**src/include/miriscv_params.svh**
```systemverilog
`ifndef MIRISCV_PARAMS_SVH
`define MIRISCV_PARAMS_SVH

// **************************************************
// Core dimensions
// **************************************************

`define XLEN          32       // Width of a machine word.
`define REG_COUNT     32       // Number of general purpose registers.
`define RESET_VECTOR  32'h0    // First fetch address after reset.

// **************************************************
// Raw immediate field widths
// **************************************************

// These are the widths before sign or zero extension to XLEN.
`define IMM_I_W       12
`define IMM_S_W       12
`define IMM_B_W       13       // Includes the implicit zero LSB.
`define IMM_J_W       21       // Includes the implicit zero LSB.
`define IMM_U_W       20

`endif

```
**src/miriscv_pkg.sv**
```systemverilog
`include "miriscv_params.svh"

package miriscv_pkg;

  // **************************************************
  // Encodings
  // **************************************************

  // Major opcodes of the RV32I subset this core executes.
  typedef enum logic [6:0] {
    OPC_LOAD   = 7'b0000011,
    OPC_STORE  = 7'b0100011,
    OPC_OP     = 7'b0110011,
    OPC_OP_IMM = 7'b0010011,
    OPC_LUI    = 7'b0110111,
    OPC_AUIPC  = 7'b0010111,
    OPC_JAL    = 7'b1101111,
    OPC_JALR   = 7'b1100111,
    OPC_BRANCH = 7'b1100011
  } opcode_e;

  // Compare operations sit in the upper half so bit 4 marks a branch compare.
  typedef enum logic [4:0] {
    ALU_ADD  = 5'b00000,
    ALU_SLL  = 5'b00001,
    ALU_SLT  = 5'b00010,
    ALU_SLTU = 5'b00011,
    ALU_XOR  = 5'b00100,
    ALU_SRL  = 5'b00101,
    ALU_OR   = 5'b00110,
    ALU_AND  = 5'b00111,
    ALU_SUB  = 5'b01000,
    ALU_SRA  = 5'b01101,
    ALU_EQ   = 5'b11000,
    ALU_NE   = 5'b11001,
    ALU_LT   = 5'b11100,
    ALU_GE   = 5'b11101,
    ALU_LTU  = 5'b11110,
    ALU_GEU  = 5'b11111
  } alu_op_e;

  typedef enum logic [1:0] {
    OP_A_RS1     = 2'd0,
    OP_A_CURR_PC = 2'd1,
    OP_A_ZERO    = 2'd2
  } op_a_sel_e;

  typedef enum logic [2:0] {
    OP_B_RS2   = 3'd0,
    OP_B_IMM_I = 3'd1,
    OP_B_IMM_U = 3'd2,
    OP_B_IMM_S = 3'd3,
    OP_B_INCR  = 3'd4
  } op_b_sel_e;

  // Values follow funct3 of the load and store instructions.
  typedef enum logic [2:0] {
    MEM_BYTE   = 3'd0,
    MEM_HALF   = 3'd1,
    MEM_WORD   = 3'd2,
    MEM_BYTE_U = 3'd4,
    MEM_HALF_U = 3'd5
  } mem_size_e;

  // **************************************************
  // Control bundles
  // **************************************************

  typedef struct packed {
    op_a_sel_e op_a_sel;
    op_b_sel_e op_b_sel;
    alu_op_e   alu_op;
    logic      mem_req;
    logic      mem_we;
    mem_size_e mem_size;
    logic      gpr_we;
    logic      wb_from_mem;  // Write back the LSU data instead of the ALU result.
    logic      branch;
    logic      jal;
    logic      jalr;
    logic      illegal;
  } ctrl_t;

  typedef struct packed {
    logic             req;
    logic             we;
    mem_size_e        size;
    logic [`XLEN-1:0] addr;
    logic [`XLEN-1:0] wdata;
  } lsu_req_t;

endpackage

```
**src/miriscv_alu.sv**
```systemverilog
`timescale 1ns/1ns
`include "miriscv_params.svh"

module miriscv_alu (
  input  miriscv_pkg::alu_op_e op_i,
  input  logic [`XLEN-1:0]     a_i,
  input  logic [`XLEN-1:0]     b_i,
  output logic [`XLEN-1:0]     result_o,
  output logic                 flag_o
);
  import miriscv_pkg::*;

  logic [4:0] shamt;

  assign shamt = b_i[4:0];  // Shifts look at the low five bits only.

  always_comb begin
    case (op_i)
      ALU_ADD:  result_o = a_i + b_i;
      ALU_SUB:  result_o = a_i - b_i;
      ALU_SLL:  result_o = a_i << shamt;
      ALU_SLT:  result_o = {{(`XLEN-1){1'b0}}, $signed(a_i) < $signed(b_i)};
      ALU_SLTU: result_o = {{(`XLEN-1){1'b0}}, a_i < b_i};
      ALU_XOR:  result_o = a_i ^ b_i;
      ALU_SRL:  result_o = a_i >> shamt;
      ALU_SRA:  result_o = $unsigned($signed(a_i) >>> shamt);
      ALU_OR:   result_o = a_i | b_i;
      ALU_AND:  result_o = a_i & b_i;
      default:  result_o = '0;  // Compare operations produce only the flag.
    endcase
  end

  // Branch condition.
  always_comb begin
    case (op_i)
      ALU_EQ:  flag_o = (a_i == b_i);
      ALU_NE:  flag_o = (a_i != b_i);
      ALU_LT:  flag_o = ($signed(a_i) < $signed(b_i));
      ALU_GE:  flag_o = ($signed(a_i) >= $signed(b_i));
      ALU_LTU: flag_o = (a_i < b_i);
      ALU_GEU: flag_o = (a_i >= b_i);
      default: flag_o = 1'b0;
    endcase
  end

endmodule

```
**src/miriscv_decoder.sv**
```systemverilog
`timescale 1ns/1ns
`include "miriscv_params.svh"

module miriscv_decoder (
  input  logic [`XLEN-1:0]   instr_i,
  input  logic               lsu_stall_i,
  output miriscv_pkg::ctrl_t ctrl_o,
  output logic [`XLEN-1:0]   imm_o,
  output logic               pc_en_o
);
  import miriscv_pkg::*;

  opcode_e              opcode;
  logic [2:0]           funct3;
  logic [6:0]           funct7;
  logic [`IMM_I_W-1:0]  imm_i;
  logic [`IMM_S_W-1:0]  imm_s;
  logic [`IMM_B_W-1:0]  imm_b;
  logic [`IMM_J_W-1:0]  imm_j;
  logic [`IMM_U_W-1:0]  imm_u;
  ctrl_t                dec;  // Decoded controls before the stall gate.

  assign opcode = opcode_e'(instr_i[6:0]);
  assign funct3 = instr_i[14:12];
  assign funct7 = instr_i[31:25];

  // **************************************************
  // Immediates
  // **************************************************

  assign imm_i = instr_i[31:20];
  assign imm_s = {instr_i[31:25], instr_i[11:7]};
  assign imm_b = {instr_i[31], instr_i[7], instr_i[30:25], instr_i[11:8], 1'b0};
  assign imm_j = {instr_i[31], instr_i[19:12], instr_i[20], instr_i[30:21], 1'b0};
  assign imm_u = instr_i[31:12];

  always_comb begin
    case (opcode)
      OPC_STORE:          imm_o = {{(`XLEN-`IMM_S_W){imm_s[`IMM_S_W-1]}}, imm_s};
      OPC_BRANCH:         imm_o = {{(`XLEN-`IMM_B_W){imm_b[`IMM_B_W-1]}}, imm_b};
      OPC_JAL:            imm_o = {{(`XLEN-`IMM_J_W){imm_j[`IMM_J_W-1]}}, imm_j};
      OPC_LUI, OPC_AUIPC: imm_o = {imm_u, {(`XLEN-`IMM_U_W){1'b0}}};
      default:            imm_o = {{(`XLEN-`IMM_I_W){imm_i[`IMM_I_W-1]}}, imm_i};
    endcase
  end

  // **************************************************
  // Control decode
  // **************************************************

  always_comb begin
    dec          = '0;
    dec.op_a_sel = OP_A_RS1;
    dec.op_b_sel = OP_B_RS2;
    dec.alu_op   = ALU_ADD;  // Address and link arithmetic all use ADD.
    dec.mem_size = MEM_WORD;

    case (opcode)
      OPC_LUI: begin
        dec.op_a_sel = OP_A_ZERO;
        dec.op_b_sel = OP_B_IMM_U;
        dec.gpr_we   = 1'b1;
      end
      OPC_AUIPC: begin
        dec.op_a_sel = OP_A_CURR_PC;
        dec.op_b_sel = OP_B_IMM_U;
        dec.gpr_we   = 1'b1;
      end
      OPC_JAL, OPC_JALR: begin
        // The ALU forms the link value PC + 4; the target is built in the core.
        dec.op_a_sel = OP_A_CURR_PC;
        dec.op_b_sel = OP_B_INCR;
        dec.gpr_we   = 1'b1;
        dec.jal      = (opcode == OPC_JAL);
        dec.jalr     = (opcode == OPC_JALR);
        dec.illegal  = (opcode == OPC_JALR) && (funct3 != 3'b000);
      end
      OPC_BRANCH: begin
        dec.branch = 1'b1;
        case (funct3)
          3'b000:  dec.alu_op = ALU_EQ;
          3'b001:  dec.alu_op = ALU_NE;
          3'b100:  dec.alu_op = ALU_LT;
          3'b101:  dec.alu_op = ALU_GE;
          3'b110:  dec.alu_op = ALU_LTU;
          3'b111:  dec.alu_op = ALU_GEU;
          default: dec.illegal = 1'b1;
        endcase
      end
      OPC_LOAD: begin
        dec.op_b_sel    = OP_B_IMM_I;
        dec.mem_req     = 1'b1;
        dec.gpr_we      = 1'b1;
        dec.wb_from_mem = 1'b1;
        dec.mem_size    = mem_size_e'(funct3);
        dec.illegal     = (funct3 == 3'b011) || (funct3[2:1] == 2'b11);
      end
      OPC_STORE: begin
        dec.op_b_sel = OP_B_IMM_S;
        dec.mem_req  = 1'b1;
        dec.mem_we   = 1'b1;
        dec.mem_size = mem_size_e'(funct3);
        dec.illegal  = funct3[2] || (funct3[1:0] == 2'b11);
      end
      OPC_OP_IMM: begin
        dec.op_b_sel = OP_B_IMM_I;
        dec.gpr_we   = 1'b1;
        case (funct3)
          3'b000: dec.alu_op = ALU_ADD;
          3'b010: dec.alu_op = ALU_SLT;
          3'b011: dec.alu_op = ALU_SLTU;
          3'b100: dec.alu_op = ALU_XOR;
          3'b110: dec.alu_op = ALU_OR;
          3'b111: dec.alu_op = ALU_AND;
          3'b001: begin
            dec.alu_op  = ALU_SLL;
            dec.illegal = (funct7 != 7'h00);
          end
          default: begin  // funct3 101 holds both right shifts.
            dec.alu_op  = (funct7 == 7'h20) ? ALU_SRA : ALU_SRL;
            dec.illegal = (funct7 != 7'h00) && (funct7 != 7'h20);
          end
        endcase
      end
      OPC_OP: begin
        dec.gpr_we = 1'b1;
        case ({funct7, funct3})
          {7'h00, 3'b000}: dec.alu_op = ALU_ADD;
          {7'h20, 3'b000}: dec.alu_op = ALU_SUB;
          {7'h00, 3'b001}: dec.alu_op = ALU_SLL;
          {7'h00, 3'b010}: dec.alu_op = ALU_SLT;
          {7'h00, 3'b011}: dec.alu_op = ALU_SLTU;
          {7'h00, 3'b100}: dec.alu_op = ALU_XOR;
          {7'h00, 3'b101}: dec.alu_op = ALU_SRL;
          {7'h20, 3'b101}: dec.alu_op = ALU_SRA;
          {7'h00, 3'b110}: dec.alu_op = ALU_OR;
          {7'h00, 3'b111}: dec.alu_op = ALU_AND;
          default:         dec.illegal = 1'b1;
        endcase
      end
      default: dec.illegal = 1'b1;
    endcase

    // An illegal word retires as a no-op with no side effects.
    if (dec.illegal) begin
      dec.gpr_we  = 1'b0;
      dec.mem_req = 1'b0;
      dec.mem_we  = 1'b0;
      dec.branch  = 1'b0;
      dec.jal     = 1'b0;
      dec.jalr    = 1'b0;
    end
  end

  always_comb begin
    ctrl_o        = dec;
    ctrl_o.gpr_we = dec.gpr_we & ~lsu_stall_i;  // Write only in the data phase.
  end

  assign pc_en_o = ~lsu_stall_i;

endmodule

```
**src/miriscv_regfile.sv**
```systemverilog
`timescale 1ns/1ns
`include "miriscv_params.svh"

module miriscv_regfile (
  input  logic             clk_i,
  input  logic             rst_n_i,
  input  logic [4:0]       ra1_i,
  input  logic [4:0]       ra2_i,
  input  logic [4:0]       wa_i,
  input  logic [`XLEN-1:0] wd_i,
  input  logic             we_i,
  output logic [`XLEN-1:0] rd1_o,
  output logic [`XLEN-1:0] rd2_o
);

  logic [`XLEN-1:0] regs [`REG_COUNT];

  // Register x0 is cleared by reset and never written, so it reads as zero.
  always_ff @(posedge clk_i or posedge rst_n_i) begin
    if (rst_n_i) begin
      for (int i = 0; i < `REG_COUNT; i++) begin
        regs[i] <= '0;
      end
    end else if (we_i && (wa_i != 5'd0)) begin
      regs[wa_i] <= wd_i;
    end
  end

  assign rd1_o = regs[ra1_i];  // Asynchronous read ports.
  assign rd2_o = regs[ra2_i];

endmodule

```
**src/miriscv_lsu.sv**
```systemverilog
`timescale 1ns/1ns
`include "miriscv_params.svh"

module miriscv_lsu (
  input  logic                  clk_i,
  input  logic                  rst_n_i,
  input  miriscv_pkg::lsu_req_t req_i,
  output logic                  stall_o,
  output logic [`XLEN-1:0]      rdata_o,
  input  logic [`XLEN-1:0]      data_rdata_i,
  output logic                  data_req_o,
  output logic                  data_we_o,
  output logic [3:0]            data_be_o,
  output logic [`XLEN-1:0]      data_addr_o,
  output logic [`XLEN-1:0]      data_wdata_o
);
  import miriscv_pkg::*;

  logic        data_phase;  // High in the second cycle of an access.
  logic [1:0]  offset;
  logic [7:0]  rd_byte;
  logic [15:0] rd_half;

  assign offset = req_i.addr[1:0];

  // **************************************************
  // Request phase
  // **************************************************

  always_ff @(posedge clk_i or posedge rst_n_i) begin
    if (rst_n_i) begin
      data_phase <= 1'b0;
    end else begin
      data_phase <= stall_o;
    end
  end

  assign stall_o     = req_i.req & ~data_phase;
  assign data_req_o  = stall_o;     // One strobe per access.
  assign data_we_o   = req_i.we;
  assign data_addr_o = req_i.addr;

  always_comb begin
    case (req_i.size)
      MEM_BYTE, MEM_BYTE_U: data_be_o = 4'b0001 << offset;
      MEM_HALF, MEM_HALF_U: data_be_o = offset[1] ? 4'b1100 : 4'b0011;
      default:              data_be_o = 4'b1111;
    endcase
  end

  // The memory picks its lanes through data_be_o.
  always_comb begin
    case (req_i.size)
      MEM_BYTE, MEM_BYTE_U: data_wdata_o = {4{req_i.wdata[7:0]}};
      MEM_HALF, MEM_HALF_U: data_wdata_o = {2{req_i.wdata[15:0]}};
      default:              data_wdata_o = req_i.wdata;
    endcase
  end

  // **************************************************
  // Data phase
  // **************************************************

  assign rd_byte = data_rdata_i[{offset, 3'b000} +: 8];
  assign rd_half = offset[1] ? data_rdata_i[31:16] : data_rdata_i[15:0];

  always_comb begin
    case (req_i.size)
      MEM_BYTE:   rdata_o = {{(`XLEN-8){rd_byte[7]}}, rd_byte};
      MEM_BYTE_U: rdata_o = {{(`XLEN-8){1'b0}}, rd_byte};
      MEM_HALF:   rdata_o = {{(`XLEN-16){rd_half[15]}}, rd_half};
      MEM_HALF_U: rdata_o = {{(`XLEN-16){1'b0}}, rd_half};
      default:    rdata_o = data_rdata_i;
    endcase
  end

endmodule

```
**src/miriscv_core.sv**
```systemverilog
`timescale 1ns/1ns
`include "miriscv_params.svh"

module miriscv_core (
  input  logic             clk_i,
  input  logic             rst_n_i,

  input  logic [`XLEN-1:0] instr_rdata_i,
  output logic [`XLEN-1:0] instr_addr_o,

  input  logic [`XLEN-1:0] data_rdata_i,
  output logic             data_req_o,
  output logic             data_we_o,
  output logic [3:0]       data_be_o,
  output logic [`XLEN-1:0] data_addr_o,
  output logic [`XLEN-1:0] data_wdata_o
);
  import miriscv_pkg::*;

  ctrl_t            ctrl;
  lsu_req_t         lsu_req;
  logic [`XLEN-1:0] imm;
  logic             pc_en;
  logic [`XLEN-1:0] pc;
  logic [`XLEN-1:0] pc_next;
  logic [`XLEN-1:0] rd1;
  logic [`XLEN-1:0] rd2;
  logic [`XLEN-1:0] op_a;
  logic [`XLEN-1:0] op_b;
  logic [`XLEN-1:0] alu_result;
  logic             alu_flag;
  logic             lsu_stall;
  logic [`XLEN-1:0] lsu_rdata;
  logic [`XLEN-1:0] wb_data;

  assign instr_addr_o = pc;

  miriscv_decoder u_decoder (
    .instr_i     (instr_rdata_i),
    .lsu_stall_i (lsu_stall),
    .ctrl_o      (ctrl),
    .imm_o       (imm),
    .pc_en_o     (pc_en)
  );

  miriscv_regfile u_regfile (
    .clk_i   (clk_i),
    .rst_n_i (rst_n_i),
    .ra1_i   (instr_rdata_i[19:15]),
    .ra2_i   (instr_rdata_i[24:20]),
    .wa_i    (instr_rdata_i[11:7]),
    .wd_i    (wb_data),
    .we_i    (ctrl.gpr_we),
    .rd1_o   (rd1),
    .rd2_o   (rd2)
  );

  // **************************************************
  // Execute
  // **************************************************

  always_comb begin
    case (ctrl.op_a_sel)
      OP_A_RS1:     op_a = rd1;
      OP_A_CURR_PC: op_a = pc;
      default:      op_a = '0;
    endcase
  end

  // The decoder has already picked the immediate format.
  always_comb begin
    case (ctrl.op_b_sel)
      OP_B_RS2:                           op_b = rd2;
      OP_B_IMM_I, OP_B_IMM_U, OP_B_IMM_S: op_b = imm;
      OP_B_INCR:                          op_b = `XLEN'd4;
      default:                            op_b = '0;
    endcase
  end

  miriscv_alu u_alu (
    .op_i     (ctrl.alu_op),
    .a_i      (op_a),
    .b_i      (op_b),
    .result_o (alu_result),
    .flag_o   (alu_flag)
  );

  always_comb begin
    lsu_req.req   = ctrl.mem_req;
    lsu_req.we    = ctrl.mem_we;
    lsu_req.size  = ctrl.mem_size;
    lsu_req.addr  = alu_result;  // Effective address is rs1 + offset.
    lsu_req.wdata = rd2;
  end

  miriscv_lsu u_lsu (
    .clk_i        (clk_i),
    .rst_n_i      (rst_n_i),
    .req_i        (lsu_req),
    .stall_o      (lsu_stall),
    .rdata_o      (lsu_rdata),
    .data_rdata_i (data_rdata_i),
    .data_req_o   (data_req_o),
    .data_we_o    (data_we_o),
    .data_be_o    (data_be_o),
    .data_addr_o  (data_addr_o),
    .data_wdata_o (data_wdata_o)
  );

  assign wb_data = ctrl.wb_from_mem ? lsu_rdata : alu_result;

  // **************************************************
  // Program counter
  // **************************************************

  always_comb begin
    if (ctrl.jalr) begin
      pc_next = (rd1 + imm) & ~`XLEN'd1;
    end else if (ctrl.jal || (ctrl.branch && alu_flag)) begin
      pc_next = pc + imm;
    end else begin
      pc_next = pc + `XLEN'd4;
    end
  end

  always_ff @(posedge clk_i or posedge rst_n_i) begin
    if (rst_n_i) begin
      pc <= `RESET_VECTOR;
    end else if (pc_en) begin
      pc <= pc_next;  // Held through the first cycle of a memory access.
    end
  end

endmodule

```
**config.mk**
```make
export PLATFORM = sky130hd
export DESIGN_NAME = miriscv_core
export DESIGN_NICKNAME = d
export VERILOG_FILES = /design/src/miriscv_pkg.sv /design/src/miriscv_alu.sv /design/src/miriscv_decoder.sv /design/src/miriscv_regfile.sv /design/src/miriscv_lsu.sv /design/src/miriscv_core.sv
export VERILOG_INCLUDE_DIRS = /design/src /design/src/include
export SDC_FILE = /design/constraint.sdc
export NUM_CORES = 2
export LEC_CHECK = 0
export BUFFER_PORTS_ARGS = -buffer_cell sky130_fd_sc_hd__buf_2
export CAP_MARGIN = 10
export CORE_ASPECT_RATIO = 1.4
export CORE_UTILIZATION = 30
export DETAILED_ROUTE_END_ITERATION = 16
export HOLD_SLACK_MARGIN = 0.02
export PLACE_DENSITY = 0.55
export SLEW_MARGIN = 40
export SYNTH_ARGS = -nofsm -noshare
export SYNTH_HDL_FRONTEND = slang
export SYNTH_SLANG_ARGS = --single-unit
export TNS_END_PERCENT = 10
```
**constraint.sdc**
```tcl
create_clock -name clk_i -period 36.5 [get_ports clk_i]
set_clock_uncertainty 0.05 [all_clocks]
set_input_delay 1.825 -clock clk_i [delete_from_list [all_inputs] [get_ports clk_i]]
set_output_delay 1.825 -clock clk_i [all_outputs]
set_load 0.01 [all_outputs]
```
**After elaboration in Yosys (flattened, before gate mapping)**

Index checks and enable logic that the tools add are counted.

- Eq/ne operators: 54
- $add $sub $neg: 5
- Order comparisons: 8
- Multiplexer cells: 43
- Reduce and logical (&&, ||, !) cells: 29
- Bitwise operators: 10
- Shifts and indexed selects: 5

Operators by type and width:

| operator | count |
|---|---|
| 1024-bit bitwise mux | 1 |
| 32-bit binary-select mux with 5-bit select | 2 |
| 32-bit one-hot mux with 10 select lines | 1 |
| 32-bit 2-to-1 mux | 8 |
| 32-bit demux with 5-bit select | 1 |
| 32-bit one-hot mux with 2 select lines | 2 |
| 32-bit one-hot mux with 4 select lines | 1 |
| 31-bit one-hot mux with 4 select lines | 1 |
| 32-bit adder | 3 |
| 32-bit one-hot mux with 3 select lines | 1 |
| 32-bit >= comparator | 2 |
| 32-bit less-than comparator | 2 |
| 10-bit by 3-bit equality test with 1-bit output, second input constant | 4 |
| 4-bit one-hot mux with 9 select lines | 1 |
| 5-bit one-hot mux with 7 select lines | 1 |
| 32-bit by 3-bit adder with 32-bit output, second input constant | 1 |
| 32-bit bitwise AND | 1 |
| 32-bit equality test | 1 |
| 32-bit != test | 1 |
| 32-bit bitwise OR | 1 |
| 32-bit by 6-bit variable part select with 8-bit output | 1 |
| 32-bit by 5-bit << shifter with 32-bit output | 1 |
| 32-bit by 5-bit >> shifter with 32-bit output | 1 |
| 32-bit by 5-bit >>> shifter with 32-bit output | 1 |
| 53 further kinds | 114 |

- Bits of input ports: 66
- Logic and storage cells: 188
- Flip-flop bits (word level): 1057
- Output and inout port bits: 102

**Logic depth before layout (Yosys ltp)**

- Depth in word-level cells: 12
- Gate-level depth with buffers: 33
- Gate-level depth less buffers: 24

**Cells and area by module**

Synthesis repeated with hierarchy kept, for this count alone.

- Cells, all modules: 7113
- Area total of the unflattened synthesis: 73480.5 µm²

Modules (own cells, without submodules):

| module | area each (µm²) | cells an instance | sequential area each (µm²) | instances |
|---|---|---|---|---|
| miriscv_regfile | 55939.9 | 4602 | 25624.6 | 1 |
| miriscv_alu | 8762.2 | 1265 | 0.0 | 1 |
| miriscv_core | 6533.8 | 912 | 800.8 | 1 |
| miriscv_lsu | 1373.8 | 204 | 25.0 | 1 |
| miriscv_decoder | 870.8 | 130 | 0.0 | 1 |

**Least setup slack after synthesis**

No wires, ideal clock.

- Kind: input port to output port
- Start: input instr_rdata_i[20]
- End: output data_addr_o[31]
- Setup slack: 26.541 ns
- Cell stages on the path: 24
- Buffers on the path: 7
- Arrival time: 8.084 ns
- Required time: 34.625 ns
- Cells stage by stage: buf_6 > buf_6 > buf_4 > buf_2 > clkbuf_1 > buf_1 > mux4_2 > mux4_2 > mux2_2 > a22oi_1 > ha_1 > clkbuf_1 > a21oi_1 > o21ai_0 > a221o_1 > a2111oi_0 > nor3_1 > a21oi_1 > a21oi_1 > a41o_1 > a221oi_1 > a21oi_1 > o41a_1 > o21ai_0

- Cells in the longest elaborated chain, start to end: 7
- Elaborated cells between the ends (all ways): 15
- Those cells by class: add/sub: 2; shift: 3; mux: 6; bitwise: 4

RTL lines:

| item | RTL line | source |
|---|---|---|
| from (decl) | miriscv_core.sv:8 | `` input logic [`XLEN-1:0] instr_rdata_i, `` |
| 5-bit inverter with 6-bit output (implied by the code) | miriscv_regfile.sv:30 | `assign rd2_o = regs[ra2_i];` |
| 32-bit binary-select mux with 5-bit select | miriscv_regfile.sv:30 |  |
| 32-bit 2-to-1 mux (implied by the code) (2 in a row) | miriscv_regfile.sv:30 |  |
| 32-bit one-hot mux with 3 select lines (*) | miriscv_core.sv:72 | `case (ctrl.op_b_sel)` |
| 32-bit subtractor (tied with other cells) | miriscv_alu.sv:20 | `ALU_SUB: result_o = a_i - b_i;` |
| 32-bit one-hot mux with 10 select lines (*) | miriscv_alu.sv:18 | `case (op_i)` |
| to (decl) | miriscv_core.sv:15 | `` output logic [`XLEN-1:0] data_addr_o, `` |

Every way passes the cells marked *; elsewhere a longest branch is shown, timed or not. The select of a mux whose other input is x is not followed.

**Final worst setup path**

- Start: input instr_rdata_i[20]
- End: output data_addr_o[25]

Same word-level chain as after synthesis.

==> run metrics <==
# IOs=roughly 170; Async S/R FF share, synth=100%; Clock Latency Late Sink=around 750 ps; gpl congestion=1.08; Hold Violations, Final=0; Post-Route Setup TNS=0 ps; f_max=80.0 MHz; largest family of logic cells by synthesized area=multiplexers; Die Width=422 um; Pre-antenna DRT Iters=10; final wirelength=between 300,000 and 400,000 um; post-synthesis compound-gate area fraction=18.6%; period utilization=34.2%; post-route ant nets=0; worst reg2reg setup slack=between 20,000 and 30,000 ps; die height=a little under 600 um; CP Launch Type=primary input; Pins Over Slew Limit=0; filler instances=around 25,000; NumNets Final=7,398; Synth Warn #=0; maximum vdd ir drop=roughly 37 uV; initial core utilization=30.2%; total chip power=between 3 and 4 mW; Final setup violation count=0; Post-Syn Area per Cell=10.0 um2; DP HPWL=between 200,000 and 250,000 um; worst setup path category=primary input to output pin; run status=finished, final reports clean; # hold bufs at CTS=0; CP delay by family, top=compound AO/OA/AOI/OAI gates; vias per inst=6.11; slowest stage delay, CP=760 ps; Slew headroom=roughly 29%; routed vias=between 60,000 and 70,000; sequential area share after synthesis=35.7%; first-pass GRT wire length=roughly 470,000 um; Leak Pwr=35.9 nW; critical path endpoint category=output pin; crit path max-delay cell type=a2111oi_0; core box area=0.245 mm2; average routed wire per standard cell=31.6 um; area delta synth->final=11.5%; Bufs and invs on worst path=6; synth unique cells=112; CTS tree=done; antenna violations before repair=24; row count=215; post-CTS sizing=0; Root Buffer=clkbuf_16; Post-CTS Setup Bufs=0; DRC=0; PwrDens=between 40 and 50 mW/mm2; Post-Syn Area=0.0740 mm2; unrepaired setup endpoints after global routing=false; Post-Syn Instances=approximately 7,400; CP arrival=10,630 ps; Die Area=0.249 mm2; 1st-iter DRT viols=7,827; Clock Path Buffers=3; Worst-path clk slew=60 ps; Worst Max-Slew Pin Slew=1060 ps; Synth Area in XOR/XNOR=0.970%; vias in the first global route=approximately 63,000; total track usage=26.0%; syn nets=7,594; worst path cell trace=buf_8, buf_16, buf_12, buf_16, buf_6, mux4_2, mux2i_1, o21ai_2, o31ai_4, nand2_4, ha_1, nor2_1, o311ai_0, a21oi_1, a221o_1, a2111oi_0, nor3_1, a21oi_1, a21oi_1, nand2_1, o31ai_1, o21ai_0, o311ai_0, buf_2; Post-synth EDFFs=0; H-tree depth=3; CP Max Fanout=59; Synth Register Bits=roughly 1,100; layout cells sized above 1=between 20% and 30%; hold slack=~350 ps; Synth Area in Simple Gates=between 10% and 20%; Tmin final=about 13,000 ps; Min-Delay Path Class=flop to flop; TritonCTS Buffers=105; Most used DFF post-synth=dfrtp_1; most numerous cell on the critical path=a21oi_1; Worst EP required=34,620 ps; largest net degree at the start of global routing=135; GRT Residual Overflow=0; adder-cell share of the synthesized area=under 10%; Clock Sinks=1,057; Max Cap Viol=0; post-synthesis mux area share=26.1%; PortBufs=167
==> registers in the layout, summed over array words and instances (netlist names) <==
signal	cells
instr_addr_o	32
u_lsu.data_phase	1
u_regfile.regs	1024
==> final cells by class <==
class                   count  area [um2]  area share [%]
inverters                 142         549           0.666
flip-flops and latches   1057       26500            32.1
well taps                3255        4070            4.94
clock buffers             148        3040            3.68
repair buffers            426        3140            3.81
clock inverters            47         686           0.831
multi-input cells        5437       44500            54.0
diodes                     18        45.0          0.0546
==> final timing paths <==
check,cells past startpoint,end,startpoint
setup reg to reg,19,u_regfile.regs[607]$_DFFE_PP0P_,u_regfile.regs[132]$_DFFE_PP0P_
setup / recovery,24,data_addr_o[25],instr_rdata_i[20]
hold reg to reg,0,u_regfile.regs[1020]$_DFFE_PP0P_,u_regfile.regs[1020]$_DFFE_PP0P_
max in group asynchronous,7,u_regfile.regs[594]$_DFFE_PP0P_,rst_n_i
min in group asynchronous,2,u_regfile.regs[765]$_DFFE_PP0P_,rst_n_i
hold / removal,0,u_regfile.regs[1020]$_DFFE_PP0P_,u_regfile.regs[1020]$_DFFE_PP0P_
==> per-layer routing <==
metal / global-route usage (%) / vias up / wire [um]
met2: 41.0 / 3728 / 151000
met3: 6.25 / 1115 / 29600
met5: 0 / - / 122
met1: 30.1 / 32438 / 121000
met4: 20.9 / 18 / 30600
li1: - / 27084 / -
==> stage by stage <==
stage | instances | cell area, um2 | setup slack [ps] | utilization, %
after floorplan | 7365 | 74000 | 4870 | -
after global placement | 10286 | 78000 | 23860 | 31.8
after detailed placement | 10313 | 78600 | 24110 | 32.1
after CTS | 10508 | 82300 | 24110 | 33.6
after global routing | 10514 | 82500 | 23640 | 33.7
final | 10530 | 82500 | 24000 | 33.7
==> placed cells by master (no fill, tap or decap), drive strengths merged, types with 159 or more instances in the layout <==
master	count
a21oi	412
a22oi	375
buf	425
dfrtp	1057
ha	159
mux2	500
mux2i	545
mux4	324
nand2	753
nand3	177
nor2	407
o21ai	663
==> synthesized netlist by cell type (133+ instances only) <==
library cell	count	area, um2
inv_1	133	499
nand3_1	177	886
mux2_2	259	2920
clkbuf_1	467	1750
nand2_1	751	2820
ha_1	159	1990
a22oi_1	375	2820
mux2_4	241	3620
a21oi_1	410	2050
mux4_2	324	7300
nor2_1	404	1520
o21ai_0	545	2730
dfrtp_1	1057	26500
mux2i_1	544	5450
==> power by group <==
part | switching [mW] | internal [mW] | leakage, nW
clock network | 0.510 | 0.677 | 1.83
registers | 0.0493 | 1.19 | 14.7
logic | 0.627 | 0.296 | 19.4
==> kinds of logic (layout without fill, tap and decap cells) <==
kind of cell / after synthesis / in the layout
buf+inv: 871 / 763
simple gates: 1704 / 1704
compound gates: 2119 / 2119
fa+ha+maj: 163 / 163
mux: 1369 / 1369
other cells: 0 / 18
flops: 1057 / 1057
xor+xnor: 82 / 82
(Power assumes the default switching activity.)
